[config.mk]
export PLATFORM = sky130hd
export DESIGN_NAME = intervalTimer
export DESIGN_NICKNAME = d
export VERILOG_FILES = /design/src/design/devBusPkg.sv /design/src/design/intervalTimer.sv
export VERILOG_INCLUDE_DIRS = /design/src /design/src/design
export SDC_FILE = /design/constraint.sdc
export NUM_CORES = 1
export LEC_CHECK = 0
export BUFFER_PORTS_ARGS = -buffer_cell sky130_fd_sc_hd__buf_2
export CORE_MARGIN = 5
export CORE_UTILIZATION = 25
export DETAILED_ROUTE_END_ITERATION = 6
export HOLD_SLACK_MARGIN = 0.08
export PLACE_DENSITY_LB_ADDON = 0.1
export SYNTH_ARGS = -nofsm -noshare
export SYNTH_HDL_FRONTEND = slang
export SYNTH_SLANG_ARGS = --single-unit
[constraint.sdc]
create_clock -name clk -period 6.7 [get_ports clk]
set_clock_uncertainty 0.05 [all_clocks]
set_input_delay 1.34 -clock clk [delete_from_list [all_inputs] [get_ports clk]]
set_output_delay 1.34 -clock clk [all_outputs]
set_load 0.005 [all_outputs]
[src/design/devBus_cfg.svh]
`ifndef DEVBUS_CFG_SVH
`define DEVBUS_CFG_SVH

// Data memory window, starts at address 0
`define MEM_BASE        32'h0000_0000
`define MEM_WORDS       3072

// Timer windows, 16 bytes each
`define TIMER0_BASE     32'h0000_7F00
`define TIMER1_BASE     32'h0000_7F10

// Timer register word offsets
`define REG_CTRL        2'd0
`define REG_PRESET      2'd1
`define REG_COUNT       2'd2

// Control register bit positions
`define CTRL_EN         0
`define CTRL_MODE       1
`define CTRL_IM         3

`endif

[src/design/devBusPkg.sv]
`default_nettype none

package devBusPkg;

    // Byte address on the processor data port
    typedef logic [31:0] addrT;

    // One bus word
    typedef logic [31:0] wordT;

    // One enable per byte lane, bit 0 is the low byte
    typedef logic [3:0] byteEnT;

    // Timer register word offset, taken from address bits 3:2
    typedef logic [1:0] regOffT;

    // Hardware interrupt lines 7 to 2 of the processor
    typedef logic [5:0] hwIntT;

    // Target of the current access
    typedef enum logic [1:0] {
        DEV_NONE,
        DEV_MEM,
        DEV_TIMER0,
        DEV_TIMER1
    } devSelT;

    // Timer FSM
    typedef enum logic [1:0] {
        IDLE,
        LOAD,
        COUNT,
        FIRE
    } timerStateT;

    // Timer mode as stored in control bit 1
    typedef enum logic {
        MODE_ONESHOT = 1'b0,
        MODE_RELOAD  = 1'b1
    } timerModeT;

endpackage

`default_nettype wire

[src/design/intervalTimer.sv]
`default_nettype none
`include "devBus_cfg.svh"

module intervalTimer import devBusPkg::*; (
    input  wire         clk,
    input  wire         rstN,
    input  wire regOffT regOff,
    input  wire wordT   wData,
    input  wire         we,
    output wordT        rData,
    output logic        irq
);

    logic [3:0] ctrlQ;
    wordT       presetQ;
    wordT       countQ;
    timerStateT stateQ;
    timerStateT stateD;
    timerModeT  mode;
    logic       ctrlWr;
    logic       presetWr;
    logic       fireNow;
    wordT       loadVal;

    assign ctrlWr   = we && (regOff == `REG_CTRL);
    assign presetWr = we && (regOff == `REG_PRESET);
    assign mode     = timerModeT'(ctrlQ[`CTRL_MODE]);

    // A zero preset still counts one cycle
    assign loadVal  = (presetQ == '0) ? wordT'(1) : presetQ;

    // Last decrement, count goes from 1 to 0
    assign fireNow  = (stateQ == COUNT) && ctrlQ[`CTRL_EN] && (countQ == wordT'(1));

    always_comb begin
        stateD = stateQ;
        case (stateQ)
            IDLE: begin
                if (ctrlWr && wData[`CTRL_EN]) begin
                    stateD = LOAD;
                end
            end
            LOAD: begin
                stateD = COUNT;
            end
            COUNT: begin
                if (!ctrlQ[`CTRL_EN]) begin
                    stateD = IDLE;
                end else if (fireNow) begin
                    stateD = FIRE;
                end
            end
            FIRE: begin
                if (mode == MODE_RELOAD && ctrlQ[`CTRL_EN]) begin
                    stateD = LOAD;
                end else begin
                    stateD = IDLE;
                end
            end
            default: begin
                stateD = IDLE;
            end
        endcase
    end

    always_ff @(posedge clk) begin
        if (!rstN) begin
            ctrlQ   <= '0;
            presetQ <= '0;
            countQ  <= '0;
            stateQ  <= IDLE;
            irq     <= 1'b0;
        end else begin
            stateQ <= stateD;

            if (presetWr) begin
                presetQ <= wData;
            end

            // Software write takes priority over the one-shot enable clear
            if (ctrlWr) begin
                ctrlQ <= wData[3:0];
            end else if (stateQ == FIRE && mode == MODE_ONESHOT) begin
                ctrlQ[`CTRL_EN] <= 1'b0;
            end

            if (stateQ == LOAD) begin
                countQ <= loadVal;
            end else if (stateQ == COUNT && ctrlQ[`CTRL_EN]) begin
                countQ <= countQ - wordT'(1);
            end

            // Sticky until the next control write
            if (ctrlWr) begin
                irq <= 1'b0;
            end else if (fireNow && ctrlQ[`CTRL_IM]) begin
                irq <= 1'b1;
            end
        end
    end

    // Registered read, shows values from before a same-cycle write
    always_ff @(posedge clk) begin
        case (regOff)
            `REG_CTRL:   rData <= {28'd0, ctrlQ};
            `REG_PRESET: rData <= presetQ;
            `REG_COUNT:  rData <= countQ;
            default:     rData <= '0;
        endcase
    end

endmodule

`default_nettype wire

## Yosys cells after proc, flatten, opt, wreduce, memory -nomap -nowiden

Index checks and enable logic that the tools add are counted.

| operators by class | value |
|---|---|
| reductions and logical operators | 15 |
| bitwise gates (word level) | 2 |
| shift operators | 0 |
| equal/unequal tests | 8 |
| add/sub/neg operators | 1 |
| multiplexer cells | 11 |
| order comparisons | 0 |
| div/mod/pow operators | 0 |
| multipliers | 0 |

Operators by type and width:

| cell | count |
|---|---|
| 32-bit 2-to-1 mux | 3 |
| 32-bit one-hot mux with 3 select lines | 1 |
| 32-bit by 1-bit == test with 1-bit output (second input constant) | 1 |
| 32-bit zero test | 1 |
| 32-bit by 1-bit subtractor with 32-bit output (second input constant) | 1 |
| 1-bit logical AND | 8 |
| 2-bit one-hot mux with 4 select lines | 1 |
| 2-bit == test (second input constant) | 3 |
| 2-bit 2-to-1 mux | 3 |
| 2-bit by 1-bit == test with 1-bit output (second input constant) | 2 |
| 2-bit zero test | 2 |
| 2-bit nonzero test | 2 |
| 1-bit 2-to-1 mux | 3 |
| 3-bit != test (second input constant) | 1 |
| 2-bit != test (second input constant) | 1 |
| 1-bit NOT | 2 |
| 2-bit AND reduction | 1 |
| 2-bit OR reduction | 1 |

| word-level totals | value |
|---|---|
| bits in writable memories | 0 |
| register bits | 103 |
| latch bits | 0 |
| ROM bits | 0 |
| memories kept | 0 |
| input bits | 37 |
| output and inout port bits | 33 |
| word-level logic and storage cells | 44 |

## Longest topological paths before layout

| depth | value |
|---|---|
| word-level depth | 6 |
| gate-level depth with buffers | 8 |
| mapped depth without buffers | 7 |

## Worst setup path before layout

OpenSTA, ideal clock, no wires.

| path | value |
|---|---|
| path kind | input -> register |
| from | in regOff[1] |
| to | reg presetQ[27] |
| data required time | 6579 ps |
| setup slack | 3996 ps |
| path buffers | 4 |
| data arrival time | 2584 ps |
| library setup time | 71 ps |
| stages on the path | 8 |
| cell sequence | clkbuf_1 nor2b_1 clkbuf_1 and2_1 clkbuf_1 clkbuf_1 nand2_1 a21oi_1 |

| on the way | value |
|---|---|
| word-level cells in the longest chain between the ends | 2 |

RTL lines:

| what | RTL line | RTL |
|---|---|---|
| start: declaration | intervalTimer.sv:7 | `input wire regOffT regOff,` |
| 2-bit by 1-bit == test with 1-bit output | - |  |
| 1-bit logical AND | intervalTimer.sv:26 | `` assign presetWr = we && (regOff == `REG_PRESET); `` |
| end signal: assignment | intervalTimer.sv:77 | `presetQ <= wData;` |
| end: declaration | intervalTimer.sv:15 | `wordT presetQ;` |

No other way between the ends.
A chain may end at the register's enable or synchronous reset.

## Worst setup path in the final report

| path | value |
|---|---|
| from | in rstN |
| to | reg irq |

| on the way | value |
|---|---|
| word-level cells in the longest chain between the ends | 2 |

RTL lines:

| what | RTL line | RTL |
|---|---|---|
| start: declaration | intervalTimer.sv:6 | `input wire rstN,` |
| 1-bit NOT (no source line) | - |  |
| 2-bit OR reduction (no source line) | - |  |
| end signal: assignment | intervalTimer.sv:72 | `irq <= 1'b0;` |
| end signal: assignment | intervalTimer.sv:95 | `irq <= 1'b0;` |
| end signal: assignment | intervalTimer.sv:97 | `irq <= 1'b1;` |
| end: declaration | intervalTimer.sv:11 | `output logic irq` |

No other way between the ends.

==> summary.txt <==
GRT overflow: 0
post-cts repair resize count: 0
worst-path cell chain: buf_2, clkinv_1, buf_4, nor3_1
CP required: 6.92 ns
Nets: 581
Power Total: 1.33 mW
largest net degree at the start of global routing: 35
Syn Area/Cell: 8.62 sq um
first-pass GRT wire length: 20.5 mm
Syn Std Cell Area: 0.00425 sq mm
share of layout cells above drive strength 1: 18.2%
most frequent cell after synthesis: dfxtp_1
Synth async-reset ratio: 0%
Netlist cell types: 49
flops & latches, synth: 103
Clock Latency Late Sink: 0.35 ns
Die X: 140 microns
Placement Rows: 47
Cell Pwr Density: 265 mW/mm^2
Setup WS post-layout: 3.77 ns
largest area contributor in the netlist: dfxtp_1
post-synth top area share: 48.5%
count of final setup violators: 0
register area share after synthesis: 48.5%
Starting Density: 25.5%
CP endpoint kind: flop
Post-synth top cells: dfxtp_1, nand2_1, a21oi_1
crit-path max cell delay: 0.66 ns
max-cap viol count: 0
number of global-route vias before repair: 3750
Synth Area in Adders: 0.589%
hpwl dp: 8.95 mm
Vias: 3695
DRT Wirelength: 12.5 mm
Hold Startpoint: presetQ[19]$_SDFFE_PN0P_
max-slew violation count: 0
Routed Antenna Nets: 0
setup bufs post-CTS: 0
routability-driven placement congestion ratio: 0.779
worst vdd ir: 123 uV
highest-delay cell along the critical path: clkinv_1
yosys warns: 0
Internal Power: 0.977 mW
origin of the critical flop-to-flop path: countQ[0]$_SDFFE_PN0P_
Synthesized Nets: 532
status: completed
GR Util All Layers: 13.1%
sw frac: 26.8%
wire per inst: 16.4 microns
clock slew at reported path FFs: 0.07 ns
Slew Limit Headroom: 25.6%
NetSw: 0.358 mW
Post-Synth Simple-Gate Area: 20.9%
Gate power share: 12.5%
Slew @ Worst Pin: 1.11 ns
Detailed Route Iter0 Violations: 181
largest family of logic cells by synthesized area: compound AO/OA/AOI/OAI gates
Crit Path Class: in2reg
cells on worst reg2reg path: 7
Max Fclk: 341 MHz
setup_tns: 0 ns
Max clock buf depth: 2
clock root cell: clkbuf_16
Hold Path Stages: 2
pre-CTS setup slack: 3.33 ns
Pleak: 1.91 nW
Syn Inst Count: 493
Final Hold Viols: 0
Core Region: 0.0166 sq mm
Num CTS Buffers: 9
antenna violations before repair: 0
unrepaired setup endpoints after global routing: false
Post-synth EDFFs: 0
Worst Hold Class: reg2reg
Worst Setup Start Kind: primary input
Remaining DRCs: 0
Sink Count: 103
hold_buf cts: 0
main flop type after synthesis: dfxtp_1
Ant. Diodes: 0
Area contributors post-synth: dfxtp_1, nand2_1, a21oi_1
IO Count: 70
Compound-Gate Fraction of Synth Area: 20.9%
Crit Path Max Fanout: 31
vias per cell: 4.84
first-pass iteration count of the detailed router: 4
multiplexer share of the synthesized area: 1.91%
die footprint: 0.0197 sq mm
fin crit share: 43.8%
clock share of power: 37.5%
Worst Setup SP: rstN
Synth-to-Final Area Change: 18.4%
XOR/XNOR share of the synthesized area: 3.09%
H-tree Lvls: 3
Die H: 140 microns
min Tclk post-route: 2.93 ns
port bufs: 69
CTS tree: built
FILL cells: 1841
Arr. time, crit path: 3.15 ns
Sequential Power Share: 50.0%
[flip-flops by register name, indices dropped and copies added, names as in the netlist]
register,cells
ctrlQ,4
stateQ,2
rData,32
irq,1
presetQ,32
countQ,32
[cell families after synthesis]
family          after synthesis
mux                           8
compound gates              140
simple gates                184
xor+xnor                     15
buf+inv                      41
flops                       103
fa+ha+maj                     2
[stage by stage]
step	cells	hold slack [ns]	util (%)	area, sq um
3_5_place_dp	751	0.432	28.6	4760
5_1_grt	764	0.466	30.2	5030
3_3_place_gp	751	0.431	28.6	4760
4_1_cts	764	0.442	30.2	5030
6_report	764	0.440	30.2	5030
2_1_floorplan	493	0.409	-	4250
[layout make-up]
type,instances,area (sq um),share of cell area (%)
Clock buffer,12,267,5.30
Clock inverter,1,5.00,0.0995
Timing Repair Buffer,75,390,7.76
Inverter,4,15.0,0.298
Sequential cell,103,2060,41.0
Tap cell,220,275,5.47
Multi-Input combinational cell,349,2020,40.1
[metal layers]
metal  GRT usage, %  wire length, microns  vias to the layer above
li1               -                     -                     1878
met4           4.59                   244                        0
met1           16.9                  5930                     1739
met5              0                     0                        -
met3           3.20                   477                       14
met2           21.2                  5860                       64
[power groups by stage]
stage / clock (mW) / combinational, mW / sequential [mW]
2_1_floorplan: 0 / 0.121 / 0.669
3_3_place_gp: 0 / 0.168 / 0.681
3_5_place_dp: 0 / 0.169 / 0.681
4_1_cts: 0.523 / 0.169 / 0.667
5_1_grt: 0.548 / 0.189 / 0.671
6_report: 0.500 / 0.167 / 0.667
[worst paths after layout]
check / slack [ns] / end
min: 0.44 / presetQ[19]$_SDFFE_PN0P_
max: 3.77 / irq$_SDFFE_PP0P_
min reg2reg: 0.44 / presetQ[19]$_SDFFE_PN0P_
max reg2reg: 4.09 / countQ[26]$_SDFFE_PN0P_
[worst max-delay path, delay by kind of cell]
| kind | cells | cell delay, ns |
|---|---|---|
| buf+inv | 3 | 1.57 |
| simple gates | 1 | 0.23 |
[cell usage in the layout, fill, tap and decap left out, drive strengths merged, types with 2 or more instances in the layout]
cell    synthesis  routed
nand4b          2       2
o21ai          35      35
a22o           28      28
nor2b           3       3
and2            2       2
nor4           20      20
ha              2       2
or3b            2       2
inv             3       3
nor3           21      21
nand4           8       8
o21a            2       2
buf             3      75
and3            2       2
or3             2       2
a211oi          8       8
or4             2       2
nand2          83      83
o211ai          4       4
a311oi          4       4
nand3           6       6
nor2           21      21
a21oi          51      51
nand2b          3       3
dfxtp         103     103
o31a            2       2
mux2i           7       7
clkbuf         34      12
clkinv          1       2
xnor2          10      10
nand3b          3       3
xor2            5       5
Power figures use the tool's default switching activity.
