### src/design/devBus_cfg.svh
`ifndef DEVBUS_CFG_SVH
`define DEVBUS_CFG_SVH

// Data memory window, starts at address 0
`define MEM_BASE        32'h0000_0000
`define MEM_WORDS       3072

// Timer windows, 16 bytes each
`define TIMER0_BASE     32'h0000_7F00
`define TIMER1_BASE     32'h0000_7F10

// Timer register word offsets
`define REG_CTRL        2'd0
`define REG_PRESET      2'd1
`define REG_COUNT       2'd2

// Control register bit positions
`define CTRL_EN         0
`define CTRL_MODE       1
`define CTRL_IM         3

`endif

### src/design/devBusPkg.sv
`default_nettype none

package devBusPkg;

    // Byte address on the processor data port
    typedef logic [31:0] addrT;

    // One bus word
    typedef logic [31:0] wordT;

    // One enable per byte lane, bit 0 is the low byte
    typedef logic [3:0] byteEnT;

    // Timer register word offset, taken from address bits 3:2
    typedef logic [1:0] regOffT;

    // Hardware interrupt lines 7 to 2 of the processor
    typedef logic [5:0] hwIntT;

    // Target of the current access
    typedef enum logic [1:0] {
        DEV_NONE,
        DEV_MEM,
        DEV_TIMER0,
        DEV_TIMER1
    } devSelT;

    // Timer FSM
    typedef enum logic [1:0] {
        IDLE,
        LOAD,
        COUNT,
        FIRE
    } timerStateT;

    // Timer mode as stored in control bit 1
    typedef enum logic {
        MODE_ONESHOT = 1'b0,
        MODE_RELOAD  = 1'b1
    } timerModeT;

endpackage

`default_nettype wire

### src/design/southBridge.sv
`default_nettype none
`include "devBus_cfg.svh"

module southBridge import devBusPkg::*; (
    input  wire         clk,
    input  wire         rstN,
    // Processor data port
    input  wire addrT   addr,
    input  wire wordT   wData,
    input  wire byteEnT byteEn,
    input  wire         we,
    output wordT        rData,
    // Interrupts
    input  wire         extInt,
    output hwIntT       hwInt,
    // Data memory
    output addrT        memAddr,
    output wordT        memWData,
    output byteEnT      memByteEn,
    output logic        memWe,
    input  wire wordT   memRData,
    // Timers, shared offset and write data
    output regOffT      timerRegOff,
    output wordT        timerWData,
    output logic        timerWe0,
    output logic        timerWe1,
    input  wire wordT   timerRData0,
    input  wire wordT   timerRData1,
    input  wire         timerIrq0,
    input  wire         timerIrq1
);

    localparam addrT MemBase    = `MEM_BASE;
    localparam addrT MemBytes   = `MEM_WORDS * 4;
    localparam addrT Timer0Base = `TIMER0_BASE;
    localparam addrT Timer1Base = `TIMER1_BASE;

    addrT   memOff;
    regOffT regOff;
    logic   regOffOk;
    devSelT sel;
    devSelT selQ;

    assign memOff   = addr - MemBase;
    assign regOff   = addr[3:2];
    // Offset 3 of a timer window is a hole
    assign regOffOk = (regOff <= `REG_COUNT);

    always_comb begin
        sel = DEV_NONE;
        if (memOff < MemBytes) begin
            sel = DEV_MEM;
        end else if (addr[31:4] == Timer0Base[31:4] && regOffOk) begin
            sel = DEV_TIMER0;
        end else if (addr[31:4] == Timer1Base[31:4] && regOffOk) begin
            sel = DEV_TIMER1;
        end
    end

    // Local word index and offset, devices never see the base
    assign memAddr     = memOff >> 2;
    assign memWData    = wData;
    assign memByteEn   = byteEn;
    assign memWe       = we && (sel == DEV_MEM);

    assign timerRegOff = regOff;
    assign timerWData  = wData;
    // Timers only take full-word writes
    assign timerWe0    = we && (sel == DEV_TIMER0) && (byteEn == 4'hF);
    assign timerWe1    = we && (sel == DEV_TIMER1) && (byteEn == 4'hF);

    // Select follows the devices' one-cycle read latency
    always_ff @(posedge clk) begin
        if (!rstN) begin
            selQ <= DEV_NONE;
        end else begin
            selQ <= sel;
        end
    end

    always_comb begin
        case (selQ)
            DEV_MEM:    rData = memRData;
            DEV_TIMER0: rData = timerRData0;
            DEV_TIMER1: rData = timerRData1;
            default:    rData = '0;
        endcase
    end

    assign hwInt = {3'b000, extInt, timerIrq1, timerIrq0};

endmodule

`default_nettype wire

### config.mk
export PLATFORM = sky130hd
export DESIGN_NAME = southBridge
export DESIGN_NICKNAME = d
export VERILOG_FILES = /design/src/design/devBusPkg.sv /design/src/design/southBridge.sv
export VERILOG_INCLUDE_DIRS = /design/src /design/src/design
export SDC_FILE = /design/constraint.sdc
export NUM_CORES = 1
export LEC_CHECK = 0
export BUFFER_PORTS_ARGS = -buffer_cell sky130_fd_sc_hd__buf_2
export CAP_MARGIN = 20
export CORE_AREA = 2 2 120 122
export CTS_CLUSTER_SIZE = 16
export DETAILED_ROUTE_END_ITERATION = 10
export DIE_AREA = 0 0 122 124
export HOLD_SLACK_MARGIN = 0.06
export PLACE_DENSITY = 0.48
export SLEW_MARGIN = 15
export SYNTH_ARGS = -nofsm -noshare
export SYNTH_HDL_FRONTEND = slang
export SYNTH_SLANG_ARGS = --single-unit
### constraint.sdc
create_clock -name clk -period 1.9 [get_ports clk]
set_clock_uncertainty 0.15 [all_clocks]
set_input_delay 0.285 -clock clk [delete_from_list [all_inputs] [get_ports clk]]
set_output_delay 0.285 -clock clk [all_outputs]
set_load 0.01 [all_outputs]
Word-level counts from Yosys, hierarchy flattened
Index checks and enable logic that the tools add are counted.
- register bits: 2
- latch bits: 0
- bits in writable memories: 0
- ROM bits: 0
- input port bits: 170
- output and inout port bits: 143
- word-level logic and storage cells: 23
- memories: 0
- $add $sub $neg: 0
- multiply operators: 0
- div/mod/pow operators: 0
- order comparisons: 2
- equality and inequality tests: 9
- shifts and indexed selects: 0
- muxes and demuxes: 4
- bitwise operators: 0
- reductions and logical operators: 7
- operators with widths (cell ; count):
    one-hot mux 32 bit (3 select lines) ; 1
    equality test 28 x 11 -> 1 bit, second input constant ; 2
    less-than comparator 32 x 14 -> 1 bit, second input constant ; 1
    equality test 2 bit, second input constant ; 4
    logical AND 1 bit ; 7
    2-to-1 mux 2 bit ; 3
    equality test 2 x 1 -> 1 bit, second input constant ; 2
    equality test 4 bit, second input constant ; 1
    <= comparator 2 bit, second input constant ; 1

Longest topological paths before layout
Gate-level depths: netlist of the first run.
- depth in word-level cells: 8
- gate-level depth with buffers: 5
- mapped depth without buffers: 4

Worst setup path before layout of the first run
No wires, ideal clock.
- kind: flip-flop to output port
- from: reg selQ[1]
- to: out rData[0]
- data arrival time: 1.169 ns
- required time: 1.465 ns
- path slack: 0.296 ns
- stages on the path, launching flop included: 5
- path buffers: 2
- cells stage by stage: dfxtp_1 buf_2 buf_2 mux2_2 a22o_1
- cells in the longest elaborated chain, start to end: 2
- elaborated cells on any way between the ends: 4
- classes of those cells: eq/ne (3); mux (1)
- RTL lines (what ; line ; RTL):
    start: declaration ; southBridge.sv:42 ; devSelT selQ;
    start signal: assignment ; southBridge.sv:77 ; selQ <= sel;
    equality test 2 bit / equality test 2 x 1 -> 1 bit (equally long branches) ; southBridge.sv:82 ; case (selQ)
    one-hot mux 32 bit (3 select lines) * ; southBridge.sv:82 ;
    end: declaration ; southBridge.sv:12 ; output wordT rData,
Mark *: on every way between the ends. The rest lies on a longest branch, timed or not.

Final worst setup path of the first run
- from: reg selQ[1]
- to: out rData[18]
Same word-level chain as after synthesis.

==> results of run 1 <==
==> cells by family (layout without fill, tap and decap cells) <==
family	after synthesis	after routing
other cells	1	5
buf+inv	120	224
compound gates	35	35
flops	2	2
mux	32	32
simple gates	19	19
==> cell usage in the layout, fill, tap and decap left out, types with 2 or more instances in the layout <==
cell,synthesis,routed
sky130_fd_sc_hd__a22o_1,32,32
sky130_fd_sc_hd__nand2_1,2,2
sky130_fd_sc_hd__clkbuf_16,0,3
sky130_fd_sc_hd__nor4_4,0,3
sky130_fd_sc_hd__a21oi_1,2,2
sky130_fd_sc_hd__buf_2,7,196
sky130_fd_sc_hd__conb_1,1,5
sky130_fd_sc_hd__mux2_2,32,17
sky130_fd_sc_hd__nor2_1,2,2
sky130_fd_sc_hd__buf_16,0,4
sky130_fd_sc_hd__mux2_4,0,15
sky130_fd_sc_hd__buf_6,0,10
sky130_fd_sc_hd__buf_12,0,4
sky130_fd_sc_hd__buf_4,108,6
==> how the worst min path moves through the flow <==
stage | end | slack [ns] | cells past startpoint
final | selQ[1]$_SDFF_PN0_ | 0.21 | 2
after global routing | selQ[1]$_SDFF_PN0_ | 0.22 | 2
after CTS | selQ[1]$_SDFF_PN0_ | 0.20 | 2
after detailed placement | selQ[1]$_SDFF_PN0_ | 0.42 | 2
after global placement | selQ[1]$_SDFF_PN0_ | 0.42 | 2
after floorplan | selQ[0]$_SDFF_PN0_ | 0.30 | 2
==> stage by stage <==
step	utilization	total power, mW
floorplan	-	0.319
global placement	0.158	0.293
detailed placement	0.158	0.298
CTS	0.192	0.637
global route	0.193	0.668
finish	0.193	0.637
==> layout make-up <==
cell class | count | area [um2] | area share
multi-input combinational | 91 | 942 | 0.356
tap | 180 | 225 | 0.0851
timing repair buffer | 221 | 1360 | 0.514
sequential | 2 | 43.8 | 0.0165
clock buffer | 3 | 75.1 | 0.0284
==> repair_timing <==
| action | CTS | global route |
|---|---|---|
| pin swaps | 16 | 13 |
| setup endpoints to repair | 35 | 35 |
| gates cloned | 5 | 0 |
| gates resized for setup | 34 | 7 |
| buffers inserted | 8 | 0 |
==> routing by layer <==
metal / vias to the layer above / wire length, um / global-route usage
met5: - / 0 / 0
met4: 0 / 14 / 0.0115
met2: 158 / 3320 / 0.139
met1: 812 / 2440 / 0.0749
li1: 845 / - / -
met3: 4 / 885 / 0.0307
==> power by group through the flow <==
stage / registers [mW] / logic (mW) / clock network [mW]
final: 0.0409 / 0.285 / 0.312
after CTS: 0.0409 / 0.279 / 0.316
after global placement: 0.0429 / 0.250 / 0
after detailed placement: 0.0429 / 0.255 / 0
after global routing: 0.0409 / 0.306 / 0.321
after floorplan: 0.0429 / 0.277 / 0
==> summary by stage, run 1 <==
Clock tree
The root buffer cell chosen for the clock tree is sky130_fd_sc_hd__clkbuf_16. The number of H-tree levels is 1. The maximum root-to-sink buffer count is 2.

CTS saw 2 sinks. TritonCTS built the clock tree. After clock tree synthesis, the clock-pin slew on the worst setup and hold paths is 0.03 ns. In this run, post-CTS hold repair placed 0 buffers.

The number of clock buffers inserted by TritonCTS is 3.

Worst setup path
In this run the worst path has a maximum fanout of 8. The peak per-stage delay on the critical path is 0.36 ns. The total stage count of the critical path is 5. The cell family contributing the most delay on the critical path is buffers and inverters. The worst path buffer plus inverter count is 3.

The most critical setup path has its startpoint at selQ[1]$_SDFF_PN0_. In this run the worst setup path terminates at rData[18]. The worst setup path is of the reg2out kind. STA classifies the critical path startpoint as a register. Walking the worst path, the cells encountered are buf_12 > buf_16 > mux2_2 > a22o_1 > buf_2. At the worst endpoint, the required time is 1.46 ns.

The signal arrival time at the worst endpoint is 1.50 ns. The worst setup path is captured at an output pin. The slowest stage of the critical path is the sky130_fd_sc_hd__dfxtp_4 cell.

Logic synthesis
Counting flops with a built-in enable in the synthesized netlist gives 0. The number of warnings printed during yosys synthesis is 0. After synthesis, the largest family of logic cells by area is buffers and inverters. The combined area of all synthesized cells is 0.00171 mm2. The top-area cell type share of the netlist area is 0.475. In the synthesized netlist the dominant register cell turns out to be sky130_fd_sc_hd__dfxtp_1. The compound-cell area share of the yosys netlist is 0.179. The total of flip-flops plus latches after synthesis is 2.

The number of different library cells used by synthesis comes to 23. For this run, the register share of the synthesized area comes to 0.0235. Of the post-synthesis cell area, the part taken by muxes is 0.211. The synthesized instance count is 209.

The average footprint of a synthesized cell is 8.17 um2. The leading cell type by number of instances after synthesis is sky130_fd_sc_hd__buf_4. Of the total synthesized cell area, the portion taken by full adders, half adders and majority gates is 0.

Of all flip-flops after synthesis, the portion carrying an async set or reset was 0. The library cell with the largest summed area after synthesis is sky130_fd_sc_hd__buf_4. Of the total synthesized cell area, the portion taken by AND, OR, NAND and NOR gates is 0.0777.

The parity-gate share of the synthesized area counting xor and xnor cells is 0. By count the netlist is led by sky130_fd_sc_hd__buf_4 (108), sky130_fd_sc_hd__a22o_1 (32), sky130_fd_sc_hd__mux2_2 (32), sky130_fd_sc_hd__buf_2 (7), sky130_fd_sc_hd__clkbuf_1 (5). By area the synthesized netlist is led by sky130_fd_sc_hd__buf_4 (48%), sky130_fd_sc_hd__mux2_2 (21%), sky130_fd_sc_hd__a22o_1 (16%), sky130_fd_sc_hd__dfxtp_1 (2.3%), sky130_fd_sc_hd__buf_2 (2.1%).

Routing
The routed layout has 1819 vias. The final routed DRC violation total is 0. The wire length after detailed routing is 6660 um. The routed via count divided by cell count is roughly 3.7. In this run, the number of DRC markers left after iteration 0 of detailed routing was 28. The count of nets left with antenna violations once routing finished came out at 0. In the final routed layout, each cell accounts on average for 13.4 um. Before antenna repair, the detailed router went through 4 iterations.

Job
The max-capacitance violation count is 0.

Power
IR analysis of the VDD net gives a maximum drop of approximately 0.00019 V. Of the total power, registers draw 0.064. In this run the power spent charging and discharging nets is 0.160 mW.

The leakage power figure is about 1.4 nW. The clock network fraction of design power is 0.489. Of the total power, combinational logic draws 0.447. The internal power is 0.478 mW.

The fraction of power spent switching nets is 0.251. The power density normalized to cell area is 241 mW/mm2.

Timing
In the finished design, the share of the clock period the worst path needs comes to 1.02. The final critical delay including setup and external delays is between 1.5 and 2 ns. Setup repair after global routing could not meet its margin everywhere. The worst path setup slack after routing is -0.0308 ns. The setup TNS is -0.164 ns. The final hold violation count came to 0. The count of final setup violators is 12. The count of pins over their slew limit came to 0. The fmax is 518 MHz. On the final layout, the worst hold slack is 0.205 ns.

Cells and area
The largest register by flop count is selQ. Once layout is done, the placed cells without fillers occupy 0.00265 mm2. The largest registers in the layout are selQ (2). The layout net count is 489.

The register with the most flip-flops in the layout has 2 of them. The filler cell count in the final layout is 1519. The growth of design area from synthesis to finish is 55.1%. The diode insertion count for antenna repair is 0.

The final cell count without fillers is 497. The layout cell share with drive strength beyond 1 is 0.836.

Floorplanning
The die boundary width is 122 um. In this run the count of I/O pins placed on the die edge is between 300 and 400. The total area inside the core boundary comes to 0.0137 mm2. For this configuration, the core starts out at a cell density of 0.124. The die boundary height is between 100 and 150 um. The row count is 43.

The die covers about 0.015 mm2.

Run status
The final reports fail on negative setup slack. The run finished, with violations left.

Placed design
In this run the tool buffered the top-level ports with 203 buffer cells. The cell count after placement is between 400 and 500. The placed standard-cell area is roughly 0.0022 mm2. The post-placement setup slack is -0.108 ns. The last weighted congestion value of the routability-driven placer is 0.671. Summed over all nets, the half-perimeter wirelength after detailed placement is 4980 um.

GRT
The number of global-route vias before repair is 1692. The total routing usage reported by global routing is 0.0728. The total overflow left after global routing is 0.

The first global-routing pass estimated 8440 um of wire. The largest net degree at the start of global routing is 20. The number of antenna violations at the first check in global routing was 0.

Worst hold path
The startpoint identified for the worst hold timing path is rstN. In this run the worst hold path is classified as in2reg.
Note: power is estimated with default switching activity, not from simulation.
==> run 2: changes to the inputs <==
- REMOVE_ABC_BUFFERS: not set -> 1
==> run 2 against run 1 <==
  * The flow still finishes with violations (negative setup slack)
  * First-iteration DRC count grew 50%
  * Count of clock-buffer cells in the layout is the same
  * Cell area shrank 0.99%
  * Sequential power is essentially flat
  * Wire length grew 34%
  * Largest cell class unchanged
==> summary by stage, run 2 (synthesized netlist as in run 1, its figures left out) <==
Run status
The flow ran to the end, but the final reports show violations. The checks that failed: negative setup slack.

Worst setup path
The cell family with the largest share of critical-path delay is flip-flops. The largest fanout on the critical path is 8 (unchanged). The signal arrival time at the worst endpoint came to 1.50 ns (about the same).

The worst path buffer plus inverter count is 2 (-1). The kind of end point of the critical path is an output pin. The kind of start point of the critical path is a register. The data required time at the worst endpoint is 1.46 ns (about the same). The kind of critical path is reg2out.

The critical path's slowest cell is sky130_fd_sc_hd__dfxtp_4. The peak per-stage delay on the critical path is 0.46 ns (+0.10 ns). Walking the worst path, the cells encountered are clkbuf_16 > mux2_4 > a22o_1 > buf_2.

Cells and area
The layout net count is 491 (+0.41%). The flip-flop count of the largest register, all copies and words added came to 2 (unchanged). The largest registers in the layout are selQ (2).

The layout cell share with drive strength beyond 1 came to 0.840 (+0.00416). The filler cell count in the final layout was 1530 (+0.72%). Ranked by flip-flop count, first place goes to selQ. The final core utilization is 0.191 (-0.00192). Leaving out fill and tap cells, the most frequent cells in the layout are sky130_fd_sc_hd__buf_2 (198), sky130_fd_sc_hd__a22o_1 (32), sky130_fd_sc_hd__mux2_4 (30). The library cell used most frequently in the layout, excluding fill and tap cells, is sky130_fd_sc_hd__buf_2. Compared with the post-synthesis result, the final layout area differs by 53.6%. The final non-filler cell area was 0.00262 mm2 (-0.99%).

The diode insertion count for antenna repair is 0 (unchanged).

Power
The largest vdd supply drop is 0.000310 V (+66%). The power density normalized to cell area came to 248 mW/mm2 (+2.9%). The leakage power figure is 1.42 nW (+2.2%).

The clock network fraction of design power is 0.485 (-0.004). The fraction of power consumed by combinational cells came to 0.452 (+0.005). The net switching power figure is 0.161 mW (+0.89%). The fraction of power spent switching nets came to 0.249 (-0.00237).

The internal power is 0.488 mW (+2.2%). The fraction of power consumed by sequential logic was 0.063 (about the same).

Floorplanning
The area of the die is 0.0151 mm2 (unchanged). The count of pins on the block boundary is 313 (unchanged). The row count is 43 (unchanged).

The placeable core area is 0.0137 mm2 (unchanged). The die boundary height was 124 um (unchanged). The die boundary width was 122 um (unchanged). The initial core utilization was 0.124 (unchanged).

GRT
The wire length of the first global-routing pass came to 9910 um (+17%). The largest net degree at the start of global routing came to 33 (+65%). The total overflow reported by the global router is 0 (unchanged).

The number of antenna violations at the first check in global routing is 0 (unchanged). The total routing usage reported by global routing came to 0.0922 (+0.0194). The number of global-route vias before repair is 1671 (-1.2%).

Clock tree
The number of H-tree levels is 1 (unchanged). The clock input transition at the sequential cells of the worst setup and hold paths came to 0.03 ns (about the same). The CTS tree is yes.

The cell chosen for the clock root is sky130_fd_sc_hd__clkbuf_16. The number of clock buffers inserted by TritonCTS came to 3 (unchanged). The post-cts hold buffer count is 0 (unchanged). The maximum root-to-sink buffer count is 2 (unchanged). The number of clock sinks is 2 (unchanged).

Timing
Setup repair after global routing could not meet its margin everywhere. The worst hold slack was 0.189 ns (-0.0163 ns). The fmax is 517 MHz (-0.21%). The fraction of the cycle the final worst path needs is 1.02 (+0.00218).

The count of final setup violators is 22 (+10). The count of pins over their slew limit was 0 (unchanged). The worst path setup slack after routing is -0.0349 ns (-0.00413 ns).

The final critical delay including setup and external delays was 1.93 ns (+0.00413 ns). The setup TNS is -0.406 ns (-0.242 ns). The final hold violation count is 0 (unchanged).

Job
The max-capacitance violation count came to 0 (unchanged).

Worst hold path
The worst hold-check path type is in2reg.

Placed design
The post-placement setup slack is -0.105 ns (+0.00299 ns). The count of buffers inserted at the top-level ports is 203 (unchanged). The half-perimeter wire length after placement was 6820 um (+37%). The last weighted congestion value of the routability-driven placer is 0.783 (+17%). The placed standard-cell area is 0.00220 mm2 (+1.3%).

Routing
The routed wire length per instance is 17.9 um (+34%). The number of design-rule violations left by the first detailed-router iteration came to 42 (+50%). The wire length after detailed routing is 8950 um (+34%). The remaining antenna violation count after routing is 0 (unchanged). The via count is 1983 (+9.0%).

The detailed-router iteration count before antenna repair came to 4 (unchanged). The routed via count divided by cell count is 3.97 (+8.6%). The final routed DRC violation total is 0 (unchanged).
run 2: cell types whose count changed in the layout (fill, tap and decap cells not counted), moves of 2 or more:
cell,delta
sky130_fd_sc_hd__mux2_2,-15
sky130_fd_sc_hd__mux2_4,+15
sky130_fd_sc_hd__buf_4,+7
sky130_fd_sc_hd__buf_6,-6
sky130_fd_sc_hd__buf_16,-4
sky130_fd_sc_hd__clkbuf_16,+3
sky130_fd_sc_hd__buf_2,+2
sky130_fd_sc_hd__buf_8,+2
run 2: repair_timing:
action	4_1_cts	5_1_grt
setup buffers	6	2
resized for setup	8	37
endpoints found under the setup margin	33	30
pin swaps	2	3
gates cloned	0	4
hold endpoints to repair	0	0
run 2: cell type report:
| type | count | area, um2 | share of cell area |
|---|---|---|---|
| clock buffers | 3 | 75.1 | 0.0286 |
| multi-input cells | 91 | 978 | 0.373 |
| flip-flops and latches | 2 | 43.8 | 0.0167 |
| repair buffers | 223 | 1300 | 0.495 |
| well taps | 180 | 225 | 0.0859 |
run 2: path summary, 6_finish.rpt:
| path | startpoint | end | slack (ns) | cells after the start |
|---|---|---|---|---|
| worst max-delay path | selQ[1]$_SDFF_PN0_ | rData[5] | -0.03 | 4 |
| worst min-delay path | rstN | selQ[1]$_SDFF_PN0_ | 0.19 | 2 |
run 2: stage by stage:
step | power [mW] | instances
floorplan | 0.0884 | 93
global placement | 0.292 | 484
detailed placement | 0.297 | 484
CTS | 0.627 | 493
global route | 0.685 | 499
finish | 0.649 | 499
run 2: power groups by stage:
stage,sequential (mW),clock (mW),combinational [mW]
floorplan,0.0429,0,0.0455
global placement,0.0428,0,0.249
detailed placement,0.0428,0,0.255
CTS,0.0409,0.321,0.265
global route,0.0409,0.328,0.316
finish,0.0409,0.315,0.294
run 2: per-layer routing:
metal | routed length [um] | vias to the layer above | global-route usage
li1 | - | 854 | -
met1 | 3020 | 887 | 0.0815
met2 | 3970 | 234 | 0.145
met3 | 1870 | 6 | 0.0939
met4 | 43 | 2 | 0.0194
met5 | 45 | - | 0.0451
